**src/rtl/cluster_bus_pkg.sv**
```systemverilog
// Core data bus widths, cluster address map, target select and event-unit register offsets
`default_nettype none

package cluster_bus_pkg;

  localparam int unsigned ADDR_WIDTH = 32;
  localparam int unsigned DATA_WIDTH = 32;
  localparam int unsigned BE_WIDTH   = DATA_WIDTH / 8;

  // The upper address bits select a 4 MiB window and the lower bits give the offset inside it
  localparam int unsigned PAGE_WIDTH   = 10;
  localparam int unsigned OFFSET_WIDTH = ADDR_WIDTH - PAGE_WIDTH;

  // Shared alias window at 0x1000_0000
  localparam logic [PAGE_WIDTH-1:0] TCDM_ALIAS_PAGE   = 10'h040;
  // Cluster 0 has its global window at 0x1040_0000 and cluster n sits n windows higher
  localparam logic [PAGE_WIDTH-1:0] CLUSTER_PAGE_BASE = 10'h041;

  localparam logic [OFFSET_WIDTH-1:0] TCDM_OFFSET_LIMIT = 22'h20_0000;
  localparam logic [OFFSET_WIDTH-1:0] EU_OFFSET_BASE    = 22'h20_0800;
  localparam logic [OFFSET_WIDTH-1:0] EU_OFFSET_SIZE    = 22'h00_0800;

  // Register offset inside the 2 KiB event-unit span
  localparam int unsigned EU_REG_WIDTH = 11;

  typedef enum logic [1:0] {
    TARGET_TCDM   = 2'd0,
    TARGET_EU     = 2'd1,
    TARGET_PERIPH = 2'd2
  } target_e;

  typedef enum logic [EU_REG_WIDTH-1:0] {
    EU_MASK   = 11'h000,
    EU_BUFFER = 11'h004,
    EU_SET    = 11'h008,
    EU_CLEAR  = 11'h00C,
    EU_MASKED = 11'h010
  } eu_reg_e;

endpackage

`default_nettype wire

```
**src/rtl/core_data_if.sv**
```systemverilog
// Request/grant data bus interface with in-order response and master/slave modports
`timescale 1ns/1ps
`default_nettype none

interface core_data_if import cluster_bus_pkg::*; ();

  // The request channel treats wen high as a read
  logic                  req;
  logic [ADDR_WIDTH-1:0] add;
  logic                  wen;
  logic [DATA_WIDTH-1:0] wdata;
  logic [BE_WIDTH-1:0]   be;
  logic                  gnt;

  // On the response channel r_opc high flags an error
  logic                  r_valid;
  logic [DATA_WIDTH-1:0] r_rdata;
  logic                  r_opc;

  modport master (
    output req, add, wen, wdata, be,
    input  gnt, r_valid, r_rdata, r_opc
  );

  modport slave (
    input  req, add, wen, wdata, be,
    output gnt, r_valid, r_rdata, r_opc
  );

endinterface

`default_nettype wire

```
**src/rtl/event_unit_regs.sv**
```systemverilog
// Event-unit register block: mask, event buffer with set and clear, pending flag
`timescale 1ns/1ps
`default_nettype none

module event_unit_regs import cluster_bus_pkg::*; (
  input  logic       clk_i,
  input  logic       reset_i,
  input  logic [7:0] evt_i,
  core_data_if.slave bus,
  output logic       evt_pending_o
);

  logic [EU_REG_WIDTH-1:0] reg_off;
  logic                    wr_en;
  logic [7:0]              mask_q;
  logic [7:0]              buffer_q;
  logic [7:0]              buffer_d;
  logic [DATA_WIDTH-1:0]   rdata_d;
  logic                    opc_d;
  logic [DATA_WIDTH-1:0]   rdata_q;
  logic                    opc_q;
  logic                    r_valid_q;

  assign bus.gnt = bus.req;
  assign reg_off = bus.add[EU_REG_WIDTH-1:0];
  assign wr_en   = bus.req && !bus.wen;

  // Incoming events first, then a set, then a clear, so a clear wins in the same cycle
  always_comb begin
    buffer_d = buffer_q | evt_i;
    if (wr_en && reg_off == EU_SET) begin
      buffer_d = buffer_d | bus.wdata[7:0];
    end
    if (wr_en && reg_off == EU_CLEAR) begin
      buffer_d = buffer_d & ~bus.wdata[7:0];
    end
  end

  always_ff @(posedge clk_i) begin
    if (reset_i) begin
      mask_q   <= '0;
      buffer_q <= '0;
    end else begin
      buffer_q <= buffer_d;
      if (wr_en && reg_off == EU_MASK) begin
        mask_q <= bus.wdata[7:0];
      end
    end
  end

  // Read data reflects the registers before this access takes effect
  always_comb begin
    rdata_d = '0;
    opc_d   = 1'b0;
    case (reg_off)
      EU_MASK:   rdata_d = {{(DATA_WIDTH-8){1'b0}}, mask_q};
      EU_BUFFER: rdata_d = {{(DATA_WIDTH-8){1'b0}}, buffer_q};
      EU_MASKED: rdata_d = {{(DATA_WIDTH-8){1'b0}}, buffer_q & mask_q};
      EU_SET, EU_CLEAR: rdata_d = '0;
      default:   opc_d   = 1'b1;
    endcase
    if (!bus.wen) begin
      rdata_d = '0;
    end
  end

  always_ff @(posedge clk_i) begin
    if (bus.gnt) begin
      rdata_q <= rdata_d;
      opc_q   <= opc_d;
    end
  end

  always_ff @(posedge clk_i) begin
    if (reset_i) begin
      r_valid_q <= 1'b0;
    end else begin
      r_valid_q <= bus.gnt;
    end
  end

  assign bus.r_valid = r_valid_q;
  assign bus.r_rdata = rdata_q;
  assign bus.r_opc   = opc_q;

  assign evt_pending_o = |(buffer_q & mask_q);

endmodule

`default_nettype wire

```
**src/flat_wrapper.sv**
```systemverilog
// flat-port wrapper written by rule: the top's interface ports become plain ports
module event_unit_regs_flat import cluster_bus_pkg::*;
  (clk_i, reset_i, evt_i, evt_pending_o, bus_req, bus_add, bus_wen, bus_wdata, bus_be, bus_gnt, bus_r_valid, bus_r_rdata, bus_r_opc);
  core_data_if bus_i ();
  input  logic clk_i;
  input  logic reset_i;
  input  logic [7:0] evt_i;
  output logic evt_pending_o;
  input wire logic [$bits(bus_i.req)-1:0] bus_req;
  input wire logic [$bits(bus_i.add)-1:0] bus_add;
  input wire logic [$bits(bus_i.wen)-1:0] bus_wen;
  input wire logic [$bits(bus_i.wdata)-1:0] bus_wdata;
  input wire logic [$bits(bus_i.be)-1:0] bus_be;
  output wire logic [$bits(bus_i.gnt)-1:0] bus_gnt;
  output wire logic [$bits(bus_i.r_valid)-1:0] bus_r_valid;
  output wire logic [$bits(bus_i.r_rdata)-1:0] bus_r_rdata;
  output wire logic [$bits(bus_i.r_opc)-1:0] bus_r_opc;
  assign bus_i.req = bus_req;
  assign bus_i.add = bus_add;
  assign bus_i.wen = bus_wen;
  assign bus_i.wdata = bus_wdata;
  assign bus_i.be = bus_be;
  assign bus_gnt = bus_i.gnt;
  assign bus_r_valid = bus_i.r_valid;
  assign bus_r_rdata = bus_i.r_rdata;
  assign bus_r_opc = bus_i.r_opc;
  event_unit_regs u_core (.clk_i(clk_i), .reset_i(reset_i), .evt_i(evt_i), .bus(bus_i), .evt_pending_o(evt_pending_o));
endmodule
```
**config.mk**
```make
export PLATFORM = sky130hd
export DESIGN_NAME = event_unit_regs_flat
export DESIGN_NICKNAME = d
export VERILOG_FILES = /design/src/rtl/cluster_bus_pkg.sv /design/src/rtl/core_data_if.sv /design/src/rtl/event_unit_regs.sv /design/src/flat_wrapper.sv
export SDC_FILE = /design/constraint.sdc
export NUM_CORES = 1
export LEC_CHECK = 0
export BUFFER_PORTS_ARGS = -buffer_cell sky130_fd_sc_hd__buf_2
export CORE_MARGIN = 2
export CORE_UTILIZATION = 41
export DETAILED_ROUTE_END_ITERATION = 10
export PLACE_DENSITY_LB_ADDON = 0.1
export SYNTH_ARGS = -nofsm -noshare
export SYNTH_HDL_FRONTEND = slang
export SYNTH_SLANG_ARGS = --single-unit
```
**constraint.sdc**
```tcl
create_clock -name clk_i -period 4.02 [get_ports clk_i]
set_input_delay 0 -clock clk_i [delete_from_list [all_inputs] [get_ports clk_i]]
set_output_delay 0 -clock clk_i [all_outputs]
set_load 0.01 [all_outputs]
```
==> run_results.csv <==
group,metric,value,unit
critical_path,worstPathRequired,4.25,ns
die,core_area,3310,um^2
place,dp_cells,216,
power_and_ir_drop,p_clk_frac,0.300,
power_and_ir_drop,p_per_area,299,nW/um^2
place,gp_congestion,0.735,
route,vias_per_cell,4.91,
final_layout,drive_gt1_frac,0.280,
die,die_x,62.5,um
clocking,cts_buffers,3,
global_route,grt_pass1_vias,1028,
power_and_ir_drop,netSwitchingFraction,0.241,
clocking,clockBufferDepth,2,
power_and_ir_drop,peakVddDrop,147,uV
power_and_ir_drop,p_int,0.388,mW
job,maxCapViolations,0,
sta,fmax,386,MHz
global_route,grt.total_usage,0.156,
power_and_ir_drop,p_sw,0.123,mW
hold_path,worst_hold_path.endpoint,"u_core.buffer_q[4]",
sta,min_period,2.59,ns
final_layout,nets,267,
global_route,antenna_found_initial,0,
sta,setup_ws,1.43,ns
synth,netlist_top_cells_count,"buf_4, nor2_1, dfxtp_1",
synth,ys_warn_count,0,
critical_path,r2r_slack,2.67,ns
final_layout,fin_cells,232,
sta,fin_setup_tns,0,ns
hold_path,hp-start,"evt_i[4]",
route,drc_errors,0,
sta,hold_viol_final,0,
critical_path,cp_max_fo,9,
clocking,cts_sinks,26,
hold_path,hold_class,"in -> reg",
die,die_h,62.5,um
place,port_buffers,42,
synth,synth_top_family_by_area,"simple AND/OR/NAND/NOR gates",
sta,worst_slew_pin_slew,0.972,ns
hold_path,min_path_cells,3,
synth,synth_ff_type,"dfxtp_1",
final_layout,fill_cells,318,
sta,setup-violations-final,0,
final_layout,antenna_cells,0,
synth,synth-async-reset-ratio,0,
route,vias,1138,
synth,synth_area,1400,um^2
critical_path,critPathKind,"in -> reg",
global_route,gr-total-overflow,0,
route,drtPass1Iterations,4,
sta,final_max_slew_viol_count,0,
synth,synth_compound_area_frac,0.168,
synth,syn_inst,137,
critical_path,worstReg2RegStart,"u_core.buffer_q[0]",
critical_path,arrival,2.82,ns
synth,synth-xor-area-share,0,
die,die-area,3910,um^2
global_route,grt_pass1_wl,4870,um
route,first_iter_violations,44,
clocking,cts_root_buf,"clkbuf_4",
synth,synth-edff-count,9,
sta,final_min_period_over_clock_period,0.644,
synth,synthDistinctLibCells,26,
critical_path,worstSetupStartpointType,"primary input",
sta,clock_skew,0.0120,ns
synth,ys_seq_area_frac,0.435,
synth,synthAdderAreaFrac,0,
synth,muxShareOfSynthArea,0.0570,
power_and_ir_drop,seqPwrFrac,0.562,
place,dpl.hpwl,2140,um
die,initial_core_util,0.424,
sta,rsz0062_at_grt,"false",
outcome,status,"completed",
route,wl_per_cell,13.1,um
final_layout,syn_to_final_growth,21.8,%
clocking,path_clk_slew,0.15,ns
synth,synthTopCellsByArea,"dfxtp_1, edfxtp_1, buf_4, mux2i_1, a311oi_1",
global_route,grt_max_degree,18,
die,rows,21,
synth,synth_area_per_cell,10.2,um^2
route,ant_nets,0,
final_layout,utilization,0.517,
clocking,cts_max_level,1,
place,dp_slack,2.05,ns
synth,yosysMostFrequentCell,"buf_4",
critical_path,worstRegToRegCells,3,
critical_path,end_kind,"register",
sta,slew_headroom,0.347,
power_and_ir_drop,power,0.512,mW
clocking,clk_latency,0.32,ns
synth,yosys.area.top_type,"dfxtp_1",
power_and_ir_drop,p_comb_frac,0.138,
die,io_pins,116,
synth,synth-simple-area-share,0.184,
clocking,cts_tree,"done",
synth,synth.top_cell.area_share,0.242,
power_and_ir_drop,p_leak,0.689,nW
synth,synth_seq_cells,26,
route,finalWirelength,3050,um
critical_path,r2r-end,"u_core.buffer_q[0]",
[state kept, by name, summed over array words and instances, names as in the netlist]
register and count:
u_core.mask_q 8, u_core.bus.r_rdata 8, u_core.bus.r_opc 1, u_core.buffer_q 8
u_core.bus.r_valid 1
[cell type report]
class,count,area [um^2],area share
multi-input cells,102,664,0.388
clock buffers,4,47.5,0.0278
well taps,46,57.6,0.0337
flip-flops and latches,26,611,0.357
repair buffers,54,330,0.193
[cell families (layout without fill, tap and decap cells)]
family	Yosys count	after routing
other	1	24
buffers and inverters	32	58
DFF	26	26
muxes	8	8
AOI/OAI and AO/OA	29	29
and+or+nand+nor	41	41
[per-stage QoR]
step	hold slack, ns	instance area (um^2)
after global placement	0.214	1540
final	0.0152	1710
after CTS	0.00443	1710
after global routing	0.00328	1710
after floorplan	0.0918	1490
after detailed placement	0.220	1540
[power groups by stage]
stage	combinational [mW]	sequential [mW]	clock, mW
2_1_floorplan	0.0490	0.294	0
3_3_place_gp	0.0589	0.293	0
5_1_grt	0.0772	0.289	0.172
4_1_cts	0.0699	0.287	0.161
6_report	0.0706	0.287	0.154
3_5_place_dp	0.0604	0.293	0
[cells in the final DEF, fill, tap and decap left out]
cell / netlist / final
clkbuf_4: 0 / 3
edfxtp_1: 9 / 9
or3_1: 1 / 1
dfxtp_1: 17 / 17
nor2_1: 18 / 18
nand4bb_1: 1 / 1
a211oi_1: 8 / 8
and3_1: 2 / 2
nor2b_1: 2 / 2
nand4_1: 1 / 1
nand2b_1: 8 / 8
dlygate4sd3_1: 0 / 12
or2_2: 2 / 2
buf_2: 1 / 42
nor3_1: 1 / 1
a22oi_1: 4 / 4
mux2i_1: 8 / 8
conb_1: 1 / 24
nand3b_1: 1 / 1
nor4_4: 2 / 2
a32oi_1: 8 / 8
or4b_4: 1 / 1
or4_4: 1 / 1
clkbuf_16: 0 / 1
a311oi_1: 8 / 8
o21ai_0: 1 / 1
[timing repair]
item,4_1_cts,5_1_grt
setup endpoints to repair,0,0
setup buffers,0,0
hold endpoints to repair,17,0
hold buffers,12,0
resized for setup,0,0
[how the worst max path moves through the flow]
stage | start | endpoint | slack (ns) | cells after the start
after floorplan | bus_add[5] | u_core.mask_q[0] | 2.48 | 4
after global placement | bus_req | u_core.buffer_q[0] | 2.06 | 5
after detailed placement | bus_req | u_core.buffer_q[5] | 2.05 | 5
after CTS | bus_add[0] | u_core.buffer_q[1] | 1.47 | 7
after global routing | bus_add[0] | u_core.buffer_q[0] | 1.37 | 7
final | bus_add[0] | u_core.buffer_q[1] | 1.43 | 7
[worst max-delay path, stage by stage]
cell and delay, ns:
dlygate4sd3_1 0.53, buf_2 0.13, or4b_4 0.52, nor4_4 0.45
and3_1 0.49, a211oi_1 0.12, dlygate4sd3_1 0.56
[per-layer routing]
metal,up-vias,track usage,wire length [um]
met5,-,0,0
li1,563,-,-
met2,46,0.253,1370
met1,525,0.199,1440
met4,0,0.0722,31
met3,4,0.0342,202
No activity file was read; power rests on OpenSTA's default activity.
