**src/rtl/cluster_bus_pkg.sv**
```systemverilog
// Core data bus widths, cluster address map, target select and event-unit register offsets
`default_nettype none

package cluster_bus_pkg;

  localparam int unsigned ADDR_WIDTH = 32;
  localparam int unsigned DATA_WIDTH = 32;
  localparam int unsigned BE_WIDTH   = DATA_WIDTH / 8;

  // The upper address bits select a 4 MiB window and the lower bits give the offset inside it
  localparam int unsigned PAGE_WIDTH   = 10;
  localparam int unsigned OFFSET_WIDTH = ADDR_WIDTH - PAGE_WIDTH;

  // Shared alias window at 0x1000_0000
  localparam logic [PAGE_WIDTH-1:0] TCDM_ALIAS_PAGE   = 10'h040;
  // Cluster 0 has its global window at 0x1040_0000 and cluster n sits n windows higher
  localparam logic [PAGE_WIDTH-1:0] CLUSTER_PAGE_BASE = 10'h041;

  localparam logic [OFFSET_WIDTH-1:0] TCDM_OFFSET_LIMIT = 22'h20_0000;
  localparam logic [OFFSET_WIDTH-1:0] EU_OFFSET_BASE    = 22'h20_0800;
  localparam logic [OFFSET_WIDTH-1:0] EU_OFFSET_SIZE    = 22'h00_0800;

  // Register offset inside the 2 KiB event-unit span
  localparam int unsigned EU_REG_WIDTH = 11;

  typedef enum logic [1:0] {
    TARGET_TCDM   = 2'd0,
    TARGET_EU     = 2'd1,
    TARGET_PERIPH = 2'd2
  } target_e;

  typedef enum logic [EU_REG_WIDTH-1:0] {
    EU_MASK   = 11'h000,
    EU_BUFFER = 11'h004,
    EU_SET    = 11'h008,
    EU_CLEAR  = 11'h00C,
    EU_MASKED = 11'h010
  } eu_reg_e;

endpackage

`default_nettype wire

```
**src/rtl/cluster_perf_pkg.sv**
```systemverilog
// Performance event bit positions and event count for the core assist block
`default_nettype none

package cluster_perf_pkg;

  localparam int unsigned N_PERF_EVENTS = 5;

  // Each value is the bit index of the pulse in perf_counters_o
  typedef enum logic [2:0] {
    PERF_L2_LD     = 3'd0,
    PERF_L2_ST     = 3'd1,
    PERF_L2_LD_CYC = 3'd2,
    PERF_L2_ST_CYC = 3'd3,
    PERF_TCDM_CONT = 3'd4
  } perf_event_e;

endpackage

`default_nettype wire

```
**src/rtl/core_data_if.sv**
```systemverilog
// Request/grant data bus interface with in-order response and master/slave modports
`timescale 1ns/1ps
`default_nettype none

interface core_data_if import cluster_bus_pkg::*; ();

  // The request channel treats wen high as a read
  logic                  req;
  logic [ADDR_WIDTH-1:0] add;
  logic                  wen;
  logic [DATA_WIDTH-1:0] wdata;
  logic [BE_WIDTH-1:0]   be;
  logic                  gnt;

  // On the response channel r_opc high flags an error
  logic                  r_valid;
  logic [DATA_WIDTH-1:0] r_rdata;
  logic                  r_opc;

  modport master (
    output req, add, wen, wdata, be,
    input  gnt, r_valid, r_rdata, r_opc
  );

  modport slave (
    input  req, add, wen, wdata, be,
    output gnt, r_valid, r_rdata, r_opc
  );

endinterface

`default_nettype wire

```
**src/rtl/cluster_core_assist.sv**
```systemverilog
// Core assist block: data bus demux, peripheral port breakout and performance event pulses
`timescale 1ns/1ps
`default_nettype none

module cluster_core_assist
  import cluster_bus_pkg::*;
  import cluster_perf_pkg::*;
#(
  parameter int unsigned OUTSTANDING_DEPTH = 4
) (
  input  logic                     clk_i,
  input  logic                     reset_i,
  input  logic [5:0]               cluster_id_i,
  core_data_if.slave               core,
  core_data_if.master              tcdm,
  core_data_if.master              eu,
  output logic                     periph_req_o,
  output logic [ADDR_WIDTH-1:0]    periph_add_o,
  output logic                     periph_wen_o,
  output logic [DATA_WIDTH-1:0]    periph_wdata_o,
  output logic [BE_WIDTH-1:0]      periph_be_o,
  input  logic                     periph_gnt_i,
  input  logic                     periph_r_valid_i,
  input  logic [DATA_WIDTH-1:0]    periph_r_rdata_i,
  input  logic                     periph_r_opc_i,
  output logic [N_PERF_EVENTS-1:0] perf_counters_o
);

  localparam int unsigned PTR_W = (OUTSTANDING_DEPTH > 1) ? $clog2(OUTSTANDING_DEPTH) : 1;

  target_e                      resp_target;
  logic                         pending;
  logic                         periph_push;
  logic                         periph_pop;
  logic [OUTSTANDING_DEPTH-1:0] is_load_q;
  logic [OUTSTANDING_DEPTH-1:0] valid_q;
  logic [PTR_W-1:0]             wr_ptr_q;
  logic [PTR_W-1:0]             rd_ptr_q;

  core_data_if periph_bus ();

  core_demux #(
    .OUTSTANDING_DEPTH(OUTSTANDING_DEPTH)
  ) u_core_demux (
    .clk_i        (clk_i),
    .reset_i      (reset_i),
    .cluster_id_i (cluster_id_i),
    .core         (core),
    .tcdm         (tcdm),
    .eu           (eu),
    .periph       (periph_bus),
    .resp_target_o(resp_target),
    .pending_o    (pending)
  );

  assign periph_req_o   = periph_bus.req;
  assign periph_add_o   = periph_bus.add;
  assign periph_wen_o   = periph_bus.wen;
  assign periph_wdata_o = periph_bus.wdata;
  assign periph_be_o    = periph_bus.be;

  assign periph_bus.gnt     = periph_gnt_i;
  assign periph_bus.r_valid = periph_r_valid_i;
  assign periph_bus.r_rdata = periph_r_rdata_i;
  assign periph_bus.r_opc   = periph_r_opc_i;

  assign periph_push = periph_bus.req && periph_gnt_i;
  // The demux only retires a peripheral response when the peripheral is at its head
  assign periph_pop  = periph_r_valid_i && pending && (resp_target == TARGET_PERIPH);

  // One load/store bit per peripheral access between grant and response
  always_ff @(posedge clk_i) begin
    if (reset_i) begin
      valid_q  <= '0;
      wr_ptr_q <= '0;
      rd_ptr_q <= '0;
    end else begin
      if (periph_pop) begin
        valid_q[rd_ptr_q] <= 1'b0;
        rd_ptr_q          <= (rd_ptr_q == PTR_W'(OUTSTANDING_DEPTH - 1)) ? '0 : rd_ptr_q + 1'b1;
      end
      if (periph_push) begin
        valid_q[wr_ptr_q] <= 1'b1;
        wr_ptr_q          <= (wr_ptr_q == PTR_W'(OUTSTANDING_DEPTH - 1)) ? '0 : wr_ptr_q + 1'b1;
      end
    end
  end

  always_ff @(posedge clk_i) begin
    if (periph_push) begin
      is_load_q[wr_ptr_q] <= periph_bus.wen;
    end
  end

  assign perf_counters_o[PERF_L2_LD]     = periph_push && periph_bus.wen;
  assign perf_counters_o[PERF_L2_ST]     = periph_push && !periph_bus.wen;
  // Outstanding from the cycle after the grant up to and including the response cycle
  assign perf_counters_o[PERF_L2_LD_CYC] = |(valid_q & is_load_q);
  assign perf_counters_o[PERF_L2_ST_CYC] = |(valid_q & ~is_load_q);
  assign perf_counters_o[PERF_TCDM_CONT] = tcdm.req && !tcdm.gnt;

endmodule

`default_nettype wire

```
**src/rtl/core_demux.sv**
```systemverilog
// Core data bus demux: address decode, target steering and in-order response return
`timescale 1ns/1ps
`default_nettype none

module core_demux import cluster_bus_pkg::*; #(
  parameter int unsigned OUTSTANDING_DEPTH = 4
) (
  input  logic        clk_i,
  input  logic        reset_i,
  input  logic [5:0]  cluster_id_i,
  core_data_if.slave  core,
  core_data_if.master tcdm,
  core_data_if.master eu,
  core_data_if.master periph,
  output target_e     resp_target_o,
  output logic        pending_o
);

  localparam int unsigned PTR_W = (OUTSTANDING_DEPTH > 1) ? $clog2(OUTSTANDING_DEPTH) : 1;
  localparam int unsigned CNT_W = $clog2(OUTSTANDING_DEPTH + 1);

  logic [PAGE_WIDTH-1:0]   page;
  logic [OFFSET_WIDTH-1:0] offset;
  logic                    in_window;
  target_e                 sel_target;
  logic                    target_gnt;
  logic                    accept;
  logic                    push;
  logic                    pop;
  logic                    head_valid;

  target_e                 queue_q [OUTSTANDING_DEPTH];
  logic [PTR_W-1:0]        wr_ptr_q;
  logic [PTR_W-1:0]        rd_ptr_q;
  logic [CNT_W-1:0]        count_q;
  target_e                 last_target_q;

  assign page   = core.add[ADDR_WIDTH-1:OFFSET_WIDTH];
  assign offset = core.add[OFFSET_WIDTH-1:0];

  // Either the shared alias or this cluster's own global window
  assign in_window = (page == TCDM_ALIAS_PAGE) ||
                     (page == CLUSTER_PAGE_BASE + {4'b0, cluster_id_i});

  always_comb begin
    sel_target = TARGET_PERIPH;
    if (in_window) begin
      if (offset < TCDM_OFFSET_LIMIT) begin
        sel_target = TARGET_TCDM;
      end else if (offset >= EU_OFFSET_BASE && offset < EU_OFFSET_BASE + EU_OFFSET_SIZE) begin
        sel_target = TARGET_EU;
      end
    end
  end

  // A new request may only join the youngest pending target, and only with room in the queue
  assign accept = core.req && (count_q != CNT_W'(OUTSTANDING_DEPTH)) &&
                  ((count_q == '0) || (sel_target == last_target_q));

  assign tcdm.req   = accept && (sel_target == TARGET_TCDM);
  assign tcdm.add   = {{PAGE_WIDTH{1'b0}}, offset};
  assign tcdm.wen   = core.wen;
  assign tcdm.wdata = core.wdata;
  assign tcdm.be    = core.be;

  assign eu.req   = accept && (sel_target == TARGET_EU);
  assign eu.add   = {{PAGE_WIDTH{1'b0}}, offset};
  assign eu.wen   = core.wen;
  assign eu.wdata = core.wdata;
  assign eu.be    = core.be;

  // The peripheral port sees the untouched core address
  assign periph.req   = accept && (sel_target == TARGET_PERIPH);
  assign periph.add   = core.add;
  assign periph.wen   = core.wen;
  assign periph.wdata = core.wdata;
  assign periph.be    = core.be;

  always_comb begin
    case (sel_target)
      TARGET_TCDM: target_gnt = tcdm.gnt;
      TARGET_EU:   target_gnt = eu.gnt;
      default:     target_gnt = periph.gnt;
    endcase
  end

  assign core.gnt = accept && target_gnt;
  assign push     = core.req && core.gnt;

  assign resp_target_o = queue_q[rd_ptr_q];
  assign pending_o     = (count_q != '0);

  // Responses are taken only from the target at the head of the queue
  always_comb begin
    head_valid   = 1'b0;
    core.r_rdata = '0;
    core.r_opc   = 1'b0;
    case (resp_target_o)
      TARGET_TCDM: begin
        head_valid   = tcdm.r_valid;
        core.r_rdata = tcdm.r_rdata;
        core.r_opc   = tcdm.r_opc;
      end
      TARGET_EU: begin
        head_valid   = eu.r_valid;
        core.r_rdata = eu.r_rdata;
        core.r_opc   = eu.r_opc;
      end
      default: begin
        head_valid   = periph.r_valid;
        core.r_rdata = periph.r_rdata;
        core.r_opc   = periph.r_opc;
      end
    endcase
  end

  assign pop          = pending_o && head_valid;
  assign core.r_valid = pop;

  always_ff @(posedge clk_i) begin
    if (reset_i) begin
      wr_ptr_q      <= '0;
      rd_ptr_q      <= '0;
      count_q       <= '0;
      last_target_q <= TARGET_PERIPH;
    end else begin
      if (push) begin
        wr_ptr_q      <= (wr_ptr_q == PTR_W'(OUTSTANDING_DEPTH - 1)) ? '0 : wr_ptr_q + 1'b1;
        last_target_q <= sel_target;
      end
      if (pop) begin
        rd_ptr_q <= (rd_ptr_q == PTR_W'(OUTSTANDING_DEPTH - 1)) ? '0 : rd_ptr_q + 1'b1;
      end
      case ({push, pop})
        2'b10:   count_q <= count_q + 1'b1;
        2'b01:   count_q <= count_q - 1'b1;
        default: count_q <= count_q;
      endcase
    end
  end

  always_ff @(posedge clk_i) begin
    if (push) begin
      queue_q[wr_ptr_q] <= sel_target;
    end
  end

endmodule

`default_nettype wire

```
**src/flat_wrapper.sv**
```systemverilog
// flat-port wrapper written by rule: the top's interface ports become plain ports
module cluster_core_assist_flat import cluster_bus_pkg::*; import cluster_perf_pkg::*;
#(
  parameter int unsigned OUTSTANDING_DEPTH = 4
)
  (clk_i, reset_i, cluster_id_i, periph_req_o, periph_add_o, periph_wen_o, periph_wdata_o, periph_be_o, periph_gnt_i, periph_r_valid_i, periph_r_rdata_i, periph_r_opc_i, perf_counters_o, core_req, core_add, core_wen, core_wdata, core_be, core_gnt, core_r_valid, core_r_rdata, core_r_opc, tcdm_req, tcdm_add, tcdm_wen, tcdm_wdata, tcdm_be, tcdm_gnt, tcdm_r_valid, tcdm_r_rdata, tcdm_r_opc, eu_req, eu_add, eu_wen, eu_wdata, eu_be, eu_gnt, eu_r_valid, eu_r_rdata, eu_r_opc);
  core_data_if core_i ();
  core_data_if tcdm_i ();
  core_data_if eu_i ();
  input  logic clk_i;
  input  logic reset_i;
  input  logic [5:0] cluster_id_i;
  output logic periph_req_o;
  output logic [ADDR_WIDTH-1:0] periph_add_o;
  output logic periph_wen_o;
  output logic [DATA_WIDTH-1:0] periph_wdata_o;
  output logic [BE_WIDTH-1:0] periph_be_o;
  input  logic periph_gnt_i;
  input  logic periph_r_valid_i;
  input  logic [DATA_WIDTH-1:0] periph_r_rdata_i;
  input  logic periph_r_opc_i;
  output logic [N_PERF_EVENTS-1:0] perf_counters_o;
  input wire logic [$bits(core_i.req)-1:0] core_req;
  input wire logic [$bits(core_i.add)-1:0] core_add;
  input wire logic [$bits(core_i.wen)-1:0] core_wen;
  input wire logic [$bits(core_i.wdata)-1:0] core_wdata;
  input wire logic [$bits(core_i.be)-1:0] core_be;
  output wire logic [$bits(core_i.gnt)-1:0] core_gnt;
  output wire logic [$bits(core_i.r_valid)-1:0] core_r_valid;
  output wire logic [$bits(core_i.r_rdata)-1:0] core_r_rdata;
  output wire logic [$bits(core_i.r_opc)-1:0] core_r_opc;
  output wire logic [$bits(tcdm_i.req)-1:0] tcdm_req;
  output wire logic [$bits(tcdm_i.add)-1:0] tcdm_add;
  output wire logic [$bits(tcdm_i.wen)-1:0] tcdm_wen;
  output wire logic [$bits(tcdm_i.wdata)-1:0] tcdm_wdata;
  output wire logic [$bits(tcdm_i.be)-1:0] tcdm_be;
  input wire logic [$bits(tcdm_i.gnt)-1:0] tcdm_gnt;
  input wire logic [$bits(tcdm_i.r_valid)-1:0] tcdm_r_valid;
  input wire logic [$bits(tcdm_i.r_rdata)-1:0] tcdm_r_rdata;
  input wire logic [$bits(tcdm_i.r_opc)-1:0] tcdm_r_opc;
  output wire logic [$bits(eu_i.req)-1:0] eu_req;
  output wire logic [$bits(eu_i.add)-1:0] eu_add;
  output wire logic [$bits(eu_i.wen)-1:0] eu_wen;
  output wire logic [$bits(eu_i.wdata)-1:0] eu_wdata;
  output wire logic [$bits(eu_i.be)-1:0] eu_be;
  input wire logic [$bits(eu_i.gnt)-1:0] eu_gnt;
  input wire logic [$bits(eu_i.r_valid)-1:0] eu_r_valid;
  input wire logic [$bits(eu_i.r_rdata)-1:0] eu_r_rdata;
  input wire logic [$bits(eu_i.r_opc)-1:0] eu_r_opc;
  assign core_i.req = core_req;
  assign core_i.add = core_add;
  assign core_i.wen = core_wen;
  assign core_i.wdata = core_wdata;
  assign core_i.be = core_be;
  assign core_gnt = core_i.gnt;
  assign core_r_valid = core_i.r_valid;
  assign core_r_rdata = core_i.r_rdata;
  assign core_r_opc = core_i.r_opc;
  assign tcdm_req = tcdm_i.req;
  assign tcdm_add = tcdm_i.add;
  assign tcdm_wen = tcdm_i.wen;
  assign tcdm_wdata = tcdm_i.wdata;
  assign tcdm_be = tcdm_i.be;
  assign tcdm_i.gnt = tcdm_gnt;
  assign tcdm_i.r_valid = tcdm_r_valid;
  assign tcdm_i.r_rdata = tcdm_r_rdata;
  assign tcdm_i.r_opc = tcdm_r_opc;
  assign eu_req = eu_i.req;
  assign eu_add = eu_i.add;
  assign eu_wen = eu_i.wen;
  assign eu_wdata = eu_i.wdata;
  assign eu_be = eu_i.be;
  assign eu_i.gnt = eu_gnt;
  assign eu_i.r_valid = eu_r_valid;
  assign eu_i.r_rdata = eu_r_rdata;
  assign eu_i.r_opc = eu_r_opc;
  cluster_core_assist #(.OUTSTANDING_DEPTH(OUTSTANDING_DEPTH)) u_core (.clk_i(clk_i), .reset_i(reset_i), .cluster_id_i(cluster_id_i), .core(core_i), .tcdm(tcdm_i), .eu(eu_i), .periph_req_o(periph_req_o), .periph_add_o(periph_add_o), .periph_wen_o(periph_wen_o), .periph_wdata_o(periph_wdata_o), .periph_be_o(periph_be_o), .periph_gnt_i(periph_gnt_i), .periph_r_valid_i(periph_r_valid_i), .periph_r_rdata_i(periph_r_rdata_i), .periph_r_opc_i(periph_r_opc_i), .perf_counters_o(perf_counters_o));
endmodule
```
**config.mk**
```make
export PLATFORM = sky130hd
export DESIGN_NAME = cluster_core_assist_flat
export DESIGN_NICKNAME = d
export VERILOG_FILES = /design/src/rtl/cluster_bus_pkg.sv /design/src/rtl/cluster_perf_pkg.sv /design/src/rtl/core_data_if.sv /design/src/rtl/cluster_core_assist.sv /design/src/rtl/core_demux.sv /design/src/flat_wrapper.sv
export SDC_FILE = /design/constraint.sdc
export NUM_CORES = 1
export LEC_CHECK = 0
export ABC_AREA = 1
export BUFFER_PORTS_ARGS = -buffer_cell sky130_fd_sc_hd__buf_2
export CAP_MARGIN = 30
export CORE_AREA = 5 5 164 166
export DETAILED_ROUTE_END_ITERATION = 16
export DIE_AREA = 0 0 169 171
export PLACE_DENSITY_LB_ADDON = 0.25
export SLEW_MARGIN = 10
export SYNTH_ARGS = -nofsm -noshare
export SYNTH_HDL_FRONTEND = slang
export SYNTH_HIERARCHICAL = 1
export SYNTH_SLANG_ARGS = --single-unit
```
**constraint.sdc**
```tcl
create_clock -name clk_i -period 6.8 [get_ports clk_i]
set_input_delay 0.68 -clock clk_i [delete_from_list [all_inputs] [get_ports clk_i]]
set_output_delay 0.68 -clock clk_i [all_outputs]
set_load 0.01 [all_outputs]
```
==> impl_results.md <==
* Register area at 741 µm²
* Setup WS pre-CTS at 3.08 ns
* Synth Cell Area at ~4300 µm²
* Worst IR Drop VDD at 91.1 µV
* Worst path cell trace: inv_2, nand2_1, nand3_1, nand2_1, buf_4, inv_2, or2_1, inv_2, nand2_1, nand3_1, buf_2
* Final HPWL DP at 13,200 µm
* DRC Markers at 0
* Cell row count at 59
* Drt wl/cell at 14.6 µm
* Max Slew Vio Count at 0
* All-Layer GR Usage at 0.0934
* Post-route ant nets at 0
* Chip width at 169 µm
* Post-DP Area at about 4400 µm²
* Synth top area share at 0.359
* Post-synthesis cell count at 655
* Asr flop ratio synth at 0
* Finished layout cell area at 4500 µm²
* Worst slew pin tran at about 0.63 ns
* GPL Wtd Cong at 0.832
* H-tree Lvls at 2
* CP max-delay cell: inv_2
* # diodes at 0
* Fmax at 0.274 GHz
* R2R setup slack at between 3 and 4 ns
* Post-CTS Resized at 0
* DP Cell Count at roughly 1,000
* Startpoint class of the critical path: flip-flop
* Most frequent cells after synthesis: buf_4 (207), nand2_1 (135), nand3_1 (87)
* Static Leakage at approximately 2.4 nW
* Sequential share of the synthesized area at 0.171
* Leading area contributor after synthesis: buf_4
* Mapped Avg Cell Area at between 6 and 7 µm²
* Worst setup margin at around 3.1 ns
* Multi-input logic area at around 1800 µm²
* Vias at slightly below 4,000
* Setup CP Type: reg -> out
* Share of cells above drive strength 1 at 0.389
* Post-CTS setup buffer count at 0
* Int Pwr at 0.000660 W
* Largest net degree at the start of global routing at 37
* Overall power at 0.00132 W
* Number of buffers added on ports at 224
* CP endpoint kind: output port
* Non-filler instance count after layout at 1,022
* DR vias/cell at between 3 and 4
* RSZ-0062 raised after global routing: false
* Layout Nets at between 800 and 900
* CP required at between 6 and 7 ns
* Final cycle utilization of the critical path at 0.537
* Sw Share at 0.499
* First-pass GRT wire length at 21,300 µm
* Iteration-0 DRC Markers at 99
* Clock sinks at 31
* Yosys warns at 6
* CTS Buf Count at 5
* Initial antenna violation count at 1
* Power Dens Cells at 293 nW/µm²
* Total grt overflow at 0
* Max-cap violations at 0
* Most frequent cell after synthesis: buf_4
* Sequential power share at 0.191
* Die Ht at 171 µm
* Clk_lat worst skew at between 0.2 and 0.3 ns
* Clk pwr share at 0.161
* Clock tree buffer depth at 2
* Clock skew at 0.00413 ns
* Final setup viols at 0
* Fillers at 2,996
* Clock root buffer master: clkbuf_16
* Worst relative slew slack at 0.578
* IO Count at 433
* Comb pwr share at 0.648
* Clk slew on worst S/H paths at 0.05 ns
* Vias in the first global route at about 3,800
* Final hold vios at 0
* P_sw at 0.000657 W
* 1st-pass router iterations at 5
* HP Class: reg -> reg
* WP data arrival at 2.97 ns
* Worst Path Max Fanout at 36
* Area grow syn2layout at 4.02%
* Synth Flop Type: dfxtp_1
* CTS tree: done
* Core area at between 20,000 and 30,000 µm²
* CP peak stage delay at 0.44 ns
* Distinct cells, synth at 34
* Hold buffer count at CTS at 0
* Setup TNS at 0 ns
* Final Routed Wirelength at ~15,000 µm
* Die footprint at ~29,000 µm²
* Post-synth EDFFs at 12
* Starting Density at 0.170
* Top cells by area, synth: buf_4 (36%), nand2_1 (12%), nand3_1 (10%), dfxtp_1 (8.8%), edfxtp_1 (8.3%)
* Tmin final at 3.65 ns
* Outcome: finished clean
* Seq cells post-synth at 31
[state kept, by name, summed over array words and instances, names as in the netlist, named ones only]
register,cells
u_core/u_core_demux/queue_q,8
u_core/is_load_q,4
u_core/valid_q,4
u_core/u_core_demux/count_q,3
u_core/rd_ptr_q,2
u_core/u_core_demux/last_target_q,2
u_core/u_core_demux/rd_ptr_q,2
u_core/u_core_demux/wr_ptr_q,2
u_core/wr_ptr_q,2
[cell type report]
class                   count  share of cell area
clock buffers               6              0.0309
clock inverters             1             0.00111
inverters                  66              0.0553
multi-input cells         357               0.403
flip-flops and latches     31               0.165
well taps                 335              0.0931
repair buffers            226               0.252
[final timing paths]
check                                      start                              to  depth (start not counted)
setup reg to reg                       flip-flop  u_core/u_core_demux/count_q[2]                         19
hold reg to reg   u_core/u_core_demux/count_q[0]  u_core/u_core_demux/count_q[0]                          1
hold / removal    u_core/u_core_demux/count_q[0]  u_core/u_core_demux/count_q[0]                          1
setup / recovery                       flip-flop                core_r_rdata[21]                         11
[layer usage]
metal  vias up  wire [µm]  GRT usage
met5         -         53     0.0100
met4         4        270     0.0242
met3        21       2160     0.0453
met2       288       7410      0.168
met1      1644       5040     0.0969
li1       1898          -          -
[cell usage in the layout, fill, tap and decap left out, drive strengths merged]
cell    synthesis  final
clkbuf         12      6
dfxtp          19     19
clkinv          1      2
a21boi          1      1
fa              1      1
ha             15     15
nand3b          1      1
buf           208    226
nor2           41     41
a21oi          13     13
nor3            2      2
nand2         142    142
or2             1      1
nand4           6      6
inv            65     65
nor3b           1      1
nand3          92     92
o211a           1      1
edfxtp         12     12
o21ai          15     15
conb            1     20
nor4            3      3
o22ai           2      2
[worst max-delay path, delay by kind of cell, from the launching register on]
kind	cells	cell delay [ns]
buffers and inverters	5	1.37
DFF	1	0.39
and+or+nand+nor	6	0.93
[power groups by stage]
stage	sequential [W]	combinational [W]	clock, W
2_1_floorplan	0.000249	0.000643	0
3_3_place_gp	0.000257	0.000881	0
3_5_place_dp	0.000256	0.000876	0
4_1_cts	0.000252	0.000880	0.000221
5_1_grt	0.000256	0.000983	0.000228
6_report	0.000252	0.000853	0.000212
[kinds of logic after synthesis]
logic type               Yosys count  synth area share
AO/OA/AOI/OAI                     32            0.0411
flip-flops                        31             0.171
AND/OR/NAND/NOR                  289             0.309
buffers and inverters            286             0.430
other                              1          0.000867
adder cells (fa/ha/maj)           16            0.0480
[per-stage QoR]
stage / hold WS [ns] / util
5_1_grt: 0.507 / 0.177
2_1_floorplan: 0.444 / -
3_3_place_gp: 0.471 / 0.171
4_1_cts: 0.477 / 0.177
3_5_place_dp: 0.472 / 0.171
6_report: 0.470 / 0.177
Power figures use the tool's default switching activity.
